`src/design/cap_rf_pkg.sv`:
```
// -------------------------------------------------------------------------
// capability register file package: sizes, check code constants,
// capability and request structs, and the request packing functions
// -------------------------------------------------------------------------
package cap_rf_pkg;

  localparam int unsigned NREGS     = 32;
  localparam int unsigned NCAPS     = 32;
  localparam int unsigned ADDR_W    = 5;
  localparam int unsigned DATA_W    = 32;
  localparam int unsigned CAP_W     = 38;
  localparam int unsigned PAR_W     = 7;
  localparam int unsigned RVK_DEPTH = 4;
  localparam int unsigned RVK_PTR_W = 2;
  localparam int unsigned RVK_CNT_W = 3;

  // inverted hamming code, check bits 1, 3 and 5 are flipped
  localparam logic [PAR_W-1:0] PAR_INV       = 7'h2a;
  // check code of an all-zero word
  localparam logic [PAR_W-1:0] NULL_PAR_BITS = PAR_INV;
  localparam logic [PAR_W-1:0] TRVK_PAR_INCR = 7'h15;

  // data bits covered by each check bit
  localparam logic [DATA_W-1:0] SECDED_MASK [PAR_W] = '{
    32'h2606bd25, 32'hdeba8050, 32'h413d89aa, 32'h31234ed1,
    32'hc2c1323b, 32'h2dcc624c, 32'h98505586
  };

  // per-entry codes after reset, entry 0 holds the code of zero data
  localparam logic [PAR_W-1:0] DEF_PAR_BITS [NREGS] = '{
    7'h2a, 7'h13, 7'h4c, 7'h75, 7'h06, 7'h3f, 7'h60, 7'h59,
    7'h1b, 7'h22, 7'h7d, 7'h44, 7'h37, 7'h0e, 7'h51, 7'h68,
    7'h0b, 7'h32, 7'h6d, 7'h54, 7'h27, 7'h1e, 7'h41, 7'h78,
    7'h3a, 7'h03, 7'h5c, 7'h65, 7'h16, 7'h2f, 7'h70, 7'h49
  };

  typedef struct packed {
    logic        valid;
    logic [11:0] perms;
    logic [3:0]  otype;
    logic [4:0]  exp;
    logic [7:0]  top;
    logic [7:0]  base;
  } reg_cap_t;

  localparam reg_cap_t NULL_REG_CAP = '0;

  typedef struct packed {
    logic [PAR_W-1:0]  par;
    logic [DATA_W-1:0] data;
  } rf_word_t;

  typedef struct packed {
    logic [ADDR_W-1:0] addr;
    logic              clrtag;
    logic [PAR_W-1:0]  par;
  } trvk_req_t;

  typedef struct packed {
    logic [ADDR_W-1:0] addr;
    logic              en;
    logic [PAR_W-1:0]  par;
  } trsv_req_t;

  function automatic logic [CAP_W-1:0] reg2vec(reg_cap_t cap);
    return {cap.valid, cap.perms, cap.otype, cap.exp, cap.top, cap.base};
  endfunction

  // whole write request folded into one word, one code covers all of it
  function automatic logic [DATA_W-1:0] wreq_fold(logic [ADDR_W-1:0] addr, logic we,
                                                  logic [DATA_W-1:0] data, reg_cap_t cap);
    logic [CAP_W-1:0] vec;
    vec = reg2vec(cap);
    return data ^ vec[DATA_W-1:0] ^
           {{(2*DATA_W-CAP_W-ADDR_W-1){1'b0}}, we, addr, vec[CAP_W-1:DATA_W]};
  endfunction

  function automatic logic [DATA_W-1:0] rsv_payload(logic [ADDR_W-1:0] addr, logic en);
    return {{(DATA_W-ADDR_W-1){1'b0}}, en, addr};
  endfunction

  function automatic logic [DATA_W-1:0] rvk_payload(logic [ADDR_W-1:0] addr, logic clrtag);
    return {{(DATA_W-ADDR_W-1){1'b0}}, clrtag, addr};
  endfunction

endpackage
```
`src/design/rf_secded_enc.sv`:
```
`timescale 1ns/1ns
// -------------------------------------------------------------------------
// check code encoder: 7 inverted hamming check bits over a 32-bit word
// -------------------------------------------------------------------------
module rf_secded_enc import cap_rf_pkg::*; (
  input  logic [DATA_W-1:0] data_i,
  output logic [PAR_W-1:0]  par_o
);

  logic [PAR_W-1:0] par_raw;

  // each check bit is the parity of the data bits in its mask
  always_comb begin
    for (int unsigned k = 0; k < PAR_W; k++) begin
      par_raw[k] = ^(data_i & SECDED_MASK[k]);
    end
  end

  // inversion keeps an all-zero codeword from being valid
  assign par_o = par_raw ^ PAR_INV;

endmodule

```
`config.mk`:
```
export PLATFORM = sky130hd
export DESIGN_NAME = rf_secded_enc
export DESIGN_NICKNAME = d
export VERILOG_FILES = /design/src/design/cap_rf_pkg.sv /design/src/design/rf_secded_enc.sv
export SDC_FILE = /design/constraint.sdc
export NUM_CORES = 1
export LEC_CHECK = 0
export BUFFER_PORTS_ARGS = -buffer_cell sky130_fd_sc_hd__buf_2
export CORE_MARGIN = 1
export CORE_UTILIZATION = 51
export DETAILED_ROUTE_END_ITERATION = 10
export GPL_ROUTABILITY_DRIVEN = 1
export PLACE_DENSITY_LB_ADDON = 0.25
export RECOVER_POWER = 50
export SLEW_MARGIN = 0
export SYNTH_ARGS = -nofsm -noshare
export SYNTH_HDL_FRONTEND = slang
export SYNTH_SLANG_ARGS = --single-unit
export TNS_END_PERCENT = 50
```
`constraint.sdc`:
```
create_clock -name vclk -period 1.73
set_input_delay 0.173 -clock vclk [all_inputs]
set_output_delay 0.173 -clock vclk [all_outputs]
set_load 0.05 [all_outputs]
```
==> impl_metrics.env <==
export IMPL_status="finished clean"
export IMPL_tns_ns=0
export IMPL_post_synth_xor_area_fraction_pct=100
export IMPL_route_antenna_remaining_nets=0
export IMPL_globalplace_congestion=0.709
export IMPL_filler_cell_count=86
export IMPL_detail_route_first_pass_iterations=4
export IMPL_syn_to_final_growth_pct=32.2
export IMPL_global_route_overflow_total=0
export IMPL_detail_route_wirelength_um=1230
export IMPL_antenna_cells_inserted=0
export IMPL_postCtsSetupRepairBufs=0
export IMPL_share_of_synthesized_cell_area_in_and_or_nand_and_nor_gates_pct=0
export IMPL_combinational_family_with_the_most_area_after_synthesis="XOR/XNOR gates"
export IMPL_max_cap_viol_count=0
export IMPL_grt_max_degree=4
export IMPL_cts_hold_fix_buffers=0
export IMPL_port_buffers=39
export IMPL_avgRoutedWirePerCell_um=11.7
export IMPL_yosysWarningCount=0
export IMPL_grt_pass1_vias=441
export IMPL_height_of_the_die_um=38.6
export IMPL_power_density_cell_area_nw_per_um2=1130
export IMPL_first_iter_violations=6
export IMPL_final_max_slew_violation_count=0
export IMPL_total_leakage_power_nw=0.505
export IMPL_finalWorstPathRequiredPeriod_ns=1.67
export IMPL_final_net_count=125
export IMPL_dp_wirelength_um=1140
export IMPL_clockBufferCount=0
export IMPL_post_route_drc_count=0
export IMPL_design_core_area_um2=1170
export IMPL_io_pin_count=39
export IMPL_tightestPinTransition_ns=0.338
export IMPL_worst_ep_required_time_ns=1.56
export IMPL_post_synth_mux_area_share_pct=0
export IMPL_finalCoreUtilization_pct=77.2
export IMPL_floorplan_initialDensity_pct=58.4
export IMPL_vias=467
export IMPL_post_route_fraction_of_the_period_consumed_by_the_critical_path_pct=96.5
export IMPL_max_freq_ghz=0.599
export IMPL_finalHoldViolCount=0
export IMPL_slew_headroom_pct=77.3
export IMPL_synthCells=52
export IMPL_syn_avg_cell_area_um2=13.2
export IMPL_setup_repair_after_global_routing_missed_its_margin="no"
export IMPL_worst_ep_arrival_time_ns=1.50
export IMPL_grt_usage_pct=17.8
export IMPL_timing_hold_worst_class="in2out"
export IMPL_critPathCaptureType="output port"
export IMPL_grt_pass1_wl_um=1790
export IMPL_syn_num_nets=84
export IMPL_grt_antenna_before_repair=0
export IMPL_synth_lib_cells_used_distinct=5
export IMPL_setup_viol=0
export IMPL_post_synth_instance_area_um2=684
export IMPL_ys_seq_area_share_pct=0
export IMPL_die_width_um=38.6
export IMPL_ff_latch_count=0
export IMPL_adder_cell_share_of_the_synthesized_area_pct=0
export IMPL_irDropWorstVdd_mv=1.06
export IMPL_avgViaCountPerCell=4.45
export IMPL_crit_type="in2out"
export IMPL_setup_worst_path_start_class="primary input"
export IMPL_postCtsResizedCells=0
export IMPL_rows=12
export IMPL_drive_above_1_share_pct=45.1
export IMPL_critical_path_peak_fanout=2
export IMPL_share_of_the_synthesized_area_in_compound_gates_ao_oa_aoi_oai_pct=0
export IMPL_sequential_cell_area_um2=0
export IMPL_die_area_um2=1490
==> power breakdown <==
group	switching (W)	internal, W	total [W]	leakage [nW]
logic	0.000607	0.000411	0.00102	0.505
registers	0	0	0	0
clock network	0	0	0	0
==> layout make-up <==
class	count	area [um^2]	share of cell area (%)
multi-input cells	52	692	76.5
repair buffers	39	195	21.6
well taps	14	17.5	1.94
==> layout by cell type, fill, tap and decap left out <==
cell      instances
xor3_1            1
buf_2            36
xnor2_2           2
clkbuf_2          3
xnor3_1          15
xnor2_1          27
xor2_1            7
==> logic make-up after synthesis <==
| group | count (synthesis) |
|---|---|
| XOR/XNOR | 52 |
==> through the flow <==
step | total power, W | setup WS, ns | std cells | hold WS [ns] | area, um^2
after global placement | 0.00101 | 0.0706 | 105 | 1.06 | 897
after global routing | 0.00106 | 0.00175 | 105 | 1.11 | 905
after CTS | 0.00102 | 0.0464 | 105 | 1.07 | 897
after floorplan | 0.000832 | 0.130 | 52 | 0.948 | 684
final | 0.00102 | 0.0608 | 105 | 1.08 | 905
after detailed placement | 0.00102 | 0.0511 | 105 | 1.07 | 897
==> cells in the mapped netlist <==
cell type / count / share of area [%]
xor2_1: 7 / 9.0
xor3_1: 1 / 3.5
xnor2_2: 1 / 2.4
xnor2_1: 28 / 36
xnor3_1: 15 / 49
==> layer usage <==
metal	routed length, um	part of all wire, %	track usage (%)
met5	0	0	0
met2	632	51	35.8
met3	54	4.4	0
met4	0	0	0
met1	543	44	22.2
==> critical path, cell delays in order <==
cell,delay (ns)
buf_2,0.10
xnor3_1,0.42
xnor2_2,0.17
xnor3_1,0.41
buf_2,0.22
==> final timing paths <==
| kind | startpoint | end | slack (ns) | depth (start not counted) |
|---|---|---|---|---|
| worst max-delay path | data_i[0] | par_o[3] | 0.06 | 5 |
| worst min-delay path | data_i[21] | par_o[1] | 1.08 | 4 |
No activity file was read; power rests on OpenSTA's default activity.
