## src/design/cap_rf_pkg.sv

```systemverilog
// -------------------------------------------------------------------------
// capability register file package: sizes, check code constants,
// capability and request structs, and the request packing functions
// -------------------------------------------------------------------------
package cap_rf_pkg;

  localparam int unsigned NREGS     = 32;
  localparam int unsigned NCAPS     = 32;
  localparam int unsigned ADDR_W    = 5;
  localparam int unsigned DATA_W    = 32;
  localparam int unsigned CAP_W     = 38;
  localparam int unsigned PAR_W     = 7;
  localparam int unsigned RVK_DEPTH = 4;
  localparam int unsigned RVK_PTR_W = 2;
  localparam int unsigned RVK_CNT_W = 3;

  // inverted hamming code, check bits 1, 3 and 5 are flipped
  localparam logic [PAR_W-1:0] PAR_INV       = 7'h2a;
  // check code of an all-zero word
  localparam logic [PAR_W-1:0] NULL_PAR_BITS = PAR_INV;
  localparam logic [PAR_W-1:0] TRVK_PAR_INCR = 7'h15;

  // data bits covered by each check bit
  localparam logic [DATA_W-1:0] SECDED_MASK [PAR_W] = '{
    32'h2606bd25, 32'hdeba8050, 32'h413d89aa, 32'h31234ed1,
    32'hc2c1323b, 32'h2dcc624c, 32'h98505586
  };

  // per-entry codes after reset, entry 0 holds the code of zero data
  localparam logic [PAR_W-1:0] DEF_PAR_BITS [NREGS] = '{
    7'h2a, 7'h13, 7'h4c, 7'h75, 7'h06, 7'h3f, 7'h60, 7'h59,
    7'h1b, 7'h22, 7'h7d, 7'h44, 7'h37, 7'h0e, 7'h51, 7'h68,
    7'h0b, 7'h32, 7'h6d, 7'h54, 7'h27, 7'h1e, 7'h41, 7'h78,
    7'h3a, 7'h03, 7'h5c, 7'h65, 7'h16, 7'h2f, 7'h70, 7'h49
  };

  typedef struct packed {
    logic        valid;
    logic [11:0] perms;
    logic [3:0]  otype;
    logic [4:0]  exp;
    logic [7:0]  top;
    logic [7:0]  base;
  } reg_cap_t;

  localparam reg_cap_t NULL_REG_CAP = '0;

  typedef struct packed {
    logic [PAR_W-1:0]  par;
    logic [DATA_W-1:0] data;
  } rf_word_t;

  typedef struct packed {
    logic [ADDR_W-1:0] addr;
    logic              clrtag;
    logic [PAR_W-1:0]  par;
  } trvk_req_t;

  typedef struct packed {
    logic [ADDR_W-1:0] addr;
    logic              en;
    logic [PAR_W-1:0]  par;
  } trsv_req_t;

  function automatic logic [CAP_W-1:0] reg2vec(reg_cap_t cap);
    return {cap.valid, cap.perms, cap.otype, cap.exp, cap.top, cap.base};
  endfunction

  // whole write request folded into one word, one code covers all of it
  function automatic logic [DATA_W-1:0] wreq_fold(logic [ADDR_W-1:0] addr, logic we,
                                                  logic [DATA_W-1:0] data, reg_cap_t cap);
    logic [CAP_W-1:0] vec;
    vec = reg2vec(cap);
    return data ^ vec[DATA_W-1:0] ^
           {{(2*DATA_W-CAP_W-ADDR_W-1){1'b0}}, we, addr, vec[CAP_W-1:DATA_W]};
  endfunction

  function automatic logic [DATA_W-1:0] rsv_payload(logic [ADDR_W-1:0] addr, logic en);
    return {{(DATA_W-ADDR_W-1){1'b0}}, en, addr};
  endfunction

  function automatic logic [DATA_W-1:0] rvk_payload(logic [ADDR_W-1:0] addr, logic clrtag);
    return {{(DATA_W-ADDR_W-1){1'b0}}, clrtag, addr};
  endfunction

endpackage
```

## src/design/rvk_req_queue.sv

```systemverilog
`timescale 1ns/1ns
// -------------------------------------------------------------------------
// revocation request queue: credit-controlled FIFO that issues its head
// request every cycle it holds one and returns a credit for each issue
// -------------------------------------------------------------------------
module rvk_req_queue import cap_rf_pkg::*; (
  input  logic      clk_i,
  input  logic      par_rst_ni,
  input  logic      push_i,
  input  trvk_req_t req_i,
  output logic      issue_o,
  output trvk_req_t req_o,
  output logic      credit_o
);

  trvk_req_t            mem_q [RVK_DEPTH];
  logic [RVK_PTR_W-1:0] wr_ptr_q;
  logic [RVK_PTR_W-1:0] rd_ptr_q;
  logic [RVK_CNT_W-1:0] count_q;
  logic                 full;

  assign full    = (count_q == RVK_CNT_W'(RVK_DEPTH));
  assign issue_o = (count_q != '0);
  assign req_o   = mem_q[rd_ptr_q];

  // one credit goes back in the cycle the request leaves
  assign credit_o = issue_o;

  always_ff @(posedge clk_i) begin
    if (push_i) begin
      mem_q[wr_ptr_q] <= req_i;
    end
  end

  // pointers wrap on their own since the depth is a power of two
  always_ff @(posedge clk_i or negedge par_rst_ni) begin
    if (!par_rst_ni) begin
      wr_ptr_q <= '0;
      rd_ptr_q <= '0;
      count_q  <= '0;
    end else begin
      if (push_i) begin
        wr_ptr_q <= wr_ptr_q + 1'b1;
      end
      if (issue_o) begin
        rd_ptr_q <= rd_ptr_q + 1'b1;
      end
      case ({push_i, issue_o})
        2'b10:   count_q <= count_q + 1'b1;
        2'b01:   count_q <= count_q - 1'b1;
        default: count_q <= count_q;
      endcase
    end
  end

  // the sender spends a credit per push, so a full queue only takes a
  // push in a cycle that also frees a slot
  a_no_overflow: assert property (@(posedge clk_i) disable iff (!par_rst_ni)
    !(push_i && full && !issue_o));

endmodule

```

## config.mk

```make
export PLATFORM = sky130hd
export DESIGN_NAME = rvk_req_queue
export DESIGN_NICKNAME = d
export VERILOG_FILES = /design/src/design/cap_rf_pkg.sv /design/src/design/rvk_req_queue.sv
export SDC_FILE = /design/constraint.sdc
export NUM_CORES = 1
export LEC_CHECK = 0
export ABC_AREA = 1
export CAP_MARGIN = 20
export CORE_MARGIN = 2
export CORE_UTILIZATION = 35
export DETAILED_ROUTE_END_ITERATION = 10
export DONT_BUFFER_PORTS = 1
export GPL_ROUTABILITY_DRIVEN = 0
export HOLD_SLACK_MARGIN = 0.1
export PLACE_DENSITY = 0.52
export SYNTH_ARGS = -nofsm -noshare
export SYNTH_HDL_FRONTEND = slang
export SYNTH_SLANG_ARGS = --single-unit
export TNS_END_PERCENT = 1
```

## constraint.sdc

```tcl
create_clock -name clk_i -period 1.72 [get_ports clk_i]
set_input_delay 0.344 -clock clk_i [delete_from_list [all_inputs] [get_ports clk_i]]
set_output_delay 0.344 -clock clk_i [all_outputs]
set_load 0.02 [all_outputs]
```

==> key figures, run 1 <==
Logic synthesis
  – Yosys top cell by area: edfxtp_1
  – Mapped Avg Cell Area: ~13 sq um
  – Yosys warnings: 0
  – Main area contributors after synthesis: edfxtp_1 (61%), nand2_1 (7.6%), dfrtp_1 (6.8%)
  – Mapped Cells: approximately 200
  – Seq cells post-synth: 59
  – Cell area after synthesis: ~0.0026 sq mm
  – Post-synth cell types: 17
  – Seq/Total Area, Yosys: just under 70%
  – Synth Net Count: about 220
  – Area share of the largest cell type after synthesis: around 61%

Final layout
  – Layout Utilization: a little over two fifths
  – Diodes inserted: 0
  – Multi-input combinational cell area: between 500 and 600 sq um
  – Nets: approximately 250
  – Share of layout cells above drive strength 1: a little under a fifth
  – Register area: roughly 0.0017 sq mm
  – Fillers: ~710
  – Area grow syn2layout: 20.4%
  – Final instance area: about 0.0031 sq mm

Route
  – WL final: between 4000 and 5000 microns
  – 1st-iter DRT viols: 48
  – DRC viols: 0
  – Vias per cell: 4.40
  – WL per Instance: about 13 microns
  – DR vias: between 1000 and 1500
  – Router iterations before antenna repair: 5
  – Antenna Violating Nets Remaining: 0

Power
  – Pleak: 0.00127 uW
  – Peak VDD IR: ~0.47 mV
  – Final Total Pwr: ~5300 uW
  – PwrDens: roughly 1700 mW/mm^2

Timing
  – Setup-failing EPs final: 0
  – Slew @ Worst Pin: ~0.35 ns
  – Max Slew Vio Count: 0
  – Min cycle time layout: 1.65 ns
  – Max transition margin: around three quarters
  – Max Clk Rate: between 600 and 700 MHz
  – Clock Skew: around 0.0088 ns
  – Fin Setup TNS: 0 ns
  – RSZ-0062 raised after global routing: no
  – Hold Vio Cnt, Final: 0
  – Final worst setup slack: roughly 0.071 ns
  – Crit share post-route: 95.9%

Clock tree
  – Clock buffer depth: 2
  – Root Driver: clkbuf_8
  – Clock Sinks: 59
  – Worst-Skew Late Latency: 0.34 ns
  – Setup repair bufs after CTS: 0
  – Total CTS buffers: 9
  – Clk slew on worst S/H paths: 0.06 ns
  – H-tree depth: 3
  – CTS tree: built

Global routing
  – Pin count of the biggest net entering global routing: 33
  – Antenna violations before repair: 0
  – First-pass GRT wire length: roughly 6900 microns
  – Vias in the first global route: 1414
  – Gr ovfl total: 0
  – GRT Util Overall: about 12%

Floorplan
  – Total core area: ~0.0072 sq mm
  – Num rows: 31
  – I/O pins: 31
  – Die Y: a little under 90 microns
  – Die area: roughly 0.008 sq mm
  – Die Span X: ~90 microns
  – Starting density of the core: approximately 36%

Place
  – PortBufs: 0
  – Placed cell area: roughly 0.0027 sq mm
  – Detailed Place HPWL: 2900 microns
  – Pre-CTS WS: approximately 0.18 ns

Worst setup path
  – Crit Path Class: reg2out
  – Type of origin of the critical path: flop
  – Arrival time worst endpoint: approximately 1.3 ns
  – CP required: about 1.4 ns
  – Slowest stage cell, crit path: dfrtp_2
  – Cell Chain, Critical Path: buf_12 > o211ai_1 > nand2_1
  – Crit path largest cell delay: about 0.43 ns
  – CP Max Fanout: 32
  – Kind of end point of the critical path: output pin

Worst hold path
  – Hold Path Class: in2reg

Outcome
  – Status: completed

Job
  – Number of max-cap violations: 0
-- sequential cells by signal, indices dropped and copies added (netlist names) --
register,count
wr_ptr_q,2
rd_ptr_q,2
count_q,3
mem_q,52
-- critical path, delay by kind of cell (launching register included) --
family / cells / cell delay (ns)
flip-flops: 1 / 0.43
AO/OA/AOI/OAI: 1 / 0.19
AND/OR/NAND/NOR: 1 / 0.18
buffers and inverters: 1 / 0.17
-- Yosys cell counts --
cell and instances:
o211ai_1 17, edfxtp_1 52, o211ai_2 9, xor2_1 2, buf_4 2, inv_1 39, dfrtp_1 7, inv_2 1
nand3_1 3, xnor2_1 1, nand4_1 1, buf_6 7, ha_1 5, o21ai_0 2, fa_1 1, buf_2 1
nand2_1 52
-- layout make-up --
type | count | area share, %
flip-flops and latches | 59 | 56.4
multi-input cells | 93 | 19.3
repair buffers | 27 | 8.32
inverters | 40 | 4.95
clock buffers | 9 | 4.02
well taps | 99 | 4.02
clock inverters | 7 | 3.00
-- path summary, 6_finish.rpt --
| path | start | endpoint | slack, ns | depth (start not counted) |
|---|---|---|---|---|
| max | rd_ptr_q[0]$_DFFE_PN0N_ | req_o[7] | 0.07 | 3 |
| min | push_i | wr_ptr_q[1]$_DFFE_PN0P_ | 0.14 | 1 |
| max reg2reg | count_q[0]$_DFFE_PN0P_ | count_q[2]$_DFFE_PN0P_ | 0.19 | 9 |
| min reg2reg | count_q[2]$_DFFE_PN0P_ | count_q[2]$_DFFE_PN0P_ | 0.47 | 2 |
| max in group asynchronous | par_rst_ni | rd_ptr_q[0]$_DFFE_PN0N_ | 1.10 | 1 |
| min in group asynchronous | par_rst_ni | count_q[1]$_DFFE_PN0P_ | 0.34 | 1 |
-- where the power goes --
part	switching, uW	internal (uW)
Combinational	1330	624
Clock	556	809
Sequential	117	1910
-- stage by stage --
| step | cells | hold WS (ns) |
|---|---|---|
| 2_1_floorplan | 202 | 0.0484 |
| 3_3_place_gp | 303 | 0.0486 |
| 3_5_place_dp | 303 | 0.0486 |
| 4_1_cts | 334 | 0.127 |
| 5_1_grt | 334 | 0.129 |
| 6_report | 334 | 0.140 |
-- cell families (layout without fill, tap and decap cells) --
group,Yosys count,after routing,synth area share (%)
simple gates,56,56,8.45
xor+xnor,3,3,1.03
flops,59,59,67.8
fa+ha+maj,6,6,3.22
compound gates,28,28,9.77
buf+inv,50,83,9.72
-- routing by layer --
layer | wire (microns) | track usage, % | vias up
met3 | 170 | 3.14 | 10
met2 | 2230 | 20.4 | 23
met5 | 0 | 0 | -
met1 | 1930 | 14.0 | 700
li1 | - | - | 735
met4 | 110 | 8.55 | 0
-- cells in the final DEF (no fill, tap or decap) --
cell           count
nand2_1           46
xnor2_1            1
clkinv_2           1
nand2_2            6
o211ai_1          17
clkbuf_8           9
bufinv_16          2
edfxtp_1          52
clkinvlp_4         2
buf_6              1
fa_1               1
nand3_1            2
clkinv_4           1
ha_1               5
dlygate4sd3_1     15
clkinv_1           1
nand3_2            1
buf_4             10
o211ai_2           9
dfrtp_1            6
o21ai_0            2
dfrtp_2            1
buf_12             1
xor2_1             2
nand4_1            1
inv_1             39
inv_4              1
-- what timing repair did --
action / 4_1_cts / 5_1_grt
hold buffers: 15 / 0
endpoints found under the hold margin: 60 / 0
pin swaps: 2 / 1
endpoints found under the setup margin: 13 / 2
resized for setup: 6 / 2
gates cloned: 0 / 0
(Power assumes the default switching activity.)
==> run 2: changes to the inputs <==
--- a/config.mk
+++ b/config.mk
@@ -7,6 +7,7 @@
 export LEC_CHECK = 0
 export ABC_AREA = 1
 export CAP_MARGIN = 20
+export CORE_ASPECT_RATIO = 1.1
 export CORE_MARGIN = 2
 export CORE_UTILIZATION = 35
 export DETAILED_ROUTE_END_ITERATION = 10
==> key figures, run 2 (synthesis gave the netlist of run 1 again) <==
Timing
  – Clock Skew: 0.00419 ns (-0.00457 ns)
  – Min cycle time layout: 1.66 ns (+0.00596 ns)
  – Slew @ Worst Pin: 0.348 ns (+0.00211 ns)
  – Setup-failing EPs final: 0 (unchanged)
  – Crit share post-route: 96.2% (+0.35 points)
  – RSZ-0062 raised after global routing: yes
  – Hold Vio Cnt, Final: 0 (unchanged)
  – Max Slew Vio Count: 0 (unchanged)
  – Fin Setup TNS: 0 ns (unchanged)
  – Worst hold slack: 0.137 ns (-0.00328 ns)
  – Max Clk Rate: 604 MHz (-0.36%)
  – Max transition margin: 76.7% (-0.14 points)

Final layout
  – Largest Register: mem_q
  – Regs by FF count: mem_q (52), count_q (3)
  – Share of layout cells above drive strength 1: 17.2% (-2.0 points)
  – Nets: 251 (-0.40%)
  – Commonest non-fill, non-tap cell in the layout: edfxtp_1
  – Layout Utilization: 42.8% (-0.16 points)
  – Largest register FFs: 52 (unchanged)
  – Area grow syn2layout: 17.8%
  – Cell Count, Final, Fillers Out: 318 (-4.8%)
  – Diodes inserted: 0 (unchanged)
  – Most frequent cells in the layout: edfxtp_1 (52), nand2_1 (44), inv_1 (39)
  – Fillers: 671 (-5.1%)

Global routing
  – Vias in the first global route: 1426 (+0.85%)
  – Gr ovfl total: 0 (unchanged)
  – Pin count of the biggest net entering global routing: 29 (-12%)
  – Antenna violations before repair: 0 (unchanged)
  – GRT Util Overall: 12.0% (-0.34 points)
  – First-pass GRT wire length: 6930 microns (+0.20%)

Outcome
  – Status: completed

Worst setup path
  – Arrival time worst endpoint: 1.31 ns (about the same)
  – Crit path largest cell delay: 0.42 ns (about the same)
  – Type of origin of the critical path: flop
  – Reg2reg start: count_q[0]$_DFFE_PN0P_
  – CP required: 1.38 ns (about the same)
  – Kind of end point of the critical path: output pin
  – CP Max Fanout: 27 (-16%)
  – R2r setup slk: 0.20 ns (about the same)
  – Crit Path Class: reg2out
  – Reg2Reg Depth: 9 (unchanged)
  – Cell Chain, Critical Path: buf_6 > o211ai_1 > nand2_2
  – Slowest stage cell, crit path: dfrtp_2
  – R2R Path End: count_q[2]$_DFFE_PN0P_

Worst hold path
  – Hold depth: 1 (unchanged)
  – Hold_sp: push_i
  – Hold Crit Endpoint: wr_ptr_q[1]$_DFFE_PN0P_
  – Hold Path Class: in2reg

Route
  – 1st-iter DRT viols: 88 (+83%)
  – Uppermost layer routed: met4
  – Metal-1 WL: 1870 microns (-2.9%)
  – DRC viols: 0 (unchanged)
  – WL per Instance: 13.2 microns (-0.23%)
  – Router iterations before antenna repair: 4 (-1)
  – WL final: 4210 microns (-5.0%)
  – DR vias: 1419 (-3.3%)
  – Met3 WL: 228 microns (+34%)
  – Antenna Violating Nets Remaining: 0 (unchanged)
  – Vias per cell: 4.46 (+1.5%)
  – Met2 WL: 2050 microns (-8.1%)

Floorplan
  – Num rows: 32 (+3.2%)
  – Die Y: 93.7 microns (+4.7%)
  – Total core area: 0.00705 sq mm (-1.8%)
  – Die Span X: 85.6 microns (-4.5%)
  – Die area: 0.00802 sq mm (about the same)
  – I/O pins: 31 (unchanged)
  – Starting density of the core: 36.3% (+0.65 points)

Clock tree
  – Clock Sinks: 59 (unchanged)
  – Setup repair bufs after CTS: 0 (unchanged)
  – Root Driver: clkbuf_8
  – Worst-Skew Late Latency: 0.32 ns (-0.02 ns)
  – Clk slew on worst S/H paths: 0.06 ns (about the same)
  – Total CTS buffers: 9 (unchanged)
  – H-tree depth: 3 (unchanged)
  – CTS tree: built
  – Clock buffer depth: 2 (unchanged)

Place
  – Detailed Place HPWL: 2770 microns (-4.5%)
  – Placed insts: 287 (-5.3%)
  – PortBufs: 0 (unchanged)

Power
  – Pleak: 0.00125 uW (-2.0%)
  – Final Total Pwr: 5060 uW (-5.2%)
  – Peak VDD IR: 0.857 mV (+83%)
  – PwrDens: 1680 mW/mm^2 (-3.1%)

Job
  – Number of max-cap violations: 0 (unchanged)
[run 2: changes by cell type in the layout (fill, tap and decap cells not counted), moves of 2 or more]
cell	delta
nand2_2	+2
clkinvlp_4	-2
nand2_1	-2
buf_4	-2
clkinv_1	+3
[run 2: worst max path at each step]
stage | from | endpoint | slack (ns)
2_1_floorplan | count_q[0]$_DFFE_PN0P_ | count_q[1]$_DFFE_PN0P_ | 0.10
3_3_place_gp | count_q[0]$_DFFE_PN0P_ | count_q[2]$_DFFE_PN0P_ | 0.26
3_5_place_dp | count_q[0]$_DFFE_PN0P_ | count_q[1]$_DFFE_PN0P_ | 0.19
4_1_cts | rd_ptr_q[0]$_DFFE_PN0N_ | req_o[7] | -0.004
5_1_grt | rd_ptr_q[0]$_DFFE_PN0N_ | req_o[1] | -0.02
6_report | rd_ptr_q[0]$_DFFE_PN0N_ | req_o[6] | 0.06
[run 2: metrics by stage]
step           area [sq um]  setup WS, ns
5_1_grt                3020       -0.0206
2_1_floorplan          2570         0.101
3_3_place_gp           2650         0.256
6_report               3020        0.0646
3_5_place_dp           2650         0.191
4_1_cts                2980      -0.00385
[run 2: report_power, final]
part	total [uW]	internal (uW)	switching (uW)
Combinational	1930	602	1320
Clock	1110	641	472
Sequential	2020	1910	114
Total	5060	3150	1910
[run 2: final cells by class]
type / count / area [sq um] / area share (%)
clock buffers: 10 / 128 / 4.23
clock inverters: 5 / 45.0 / 1.49
inverters: 40 / 153 / 5.06
multi-input cells: 93 / 601 / 19.9
flip-flops and latches: 59 / 1740 / 57.6
well taps: 85 / 106 / 3.53
repair buffers: 26 / 246 / 8.17
[run 2: worst max-delay path: cells and delay by family, from the launching register on]
kind | cells | cell delay [ns]
AND/OR/NAND/NOR | 1 | 0.15
AO/OA/AOI/OAI | 1 | 0.24
buffers and inverters | 1 | 0.18
flip-flops | 1 | 0.42
[run 2: repair_timing]
action                                  in CTS  in global routing
endpoints found under the setup margin      13                 13
hold buffers                                14                  2
pin swaps                                    2                  1
gates resized for setup                      7                  5
endpoints found under the hold margin       55                  5
[run 2: metal layers]
layer,vias up,global-route usage [%]
met5,-,0
met4,0,5.95
met3,6,5.71
met2,25,19.1
met1,659,13.6
li1,729,-
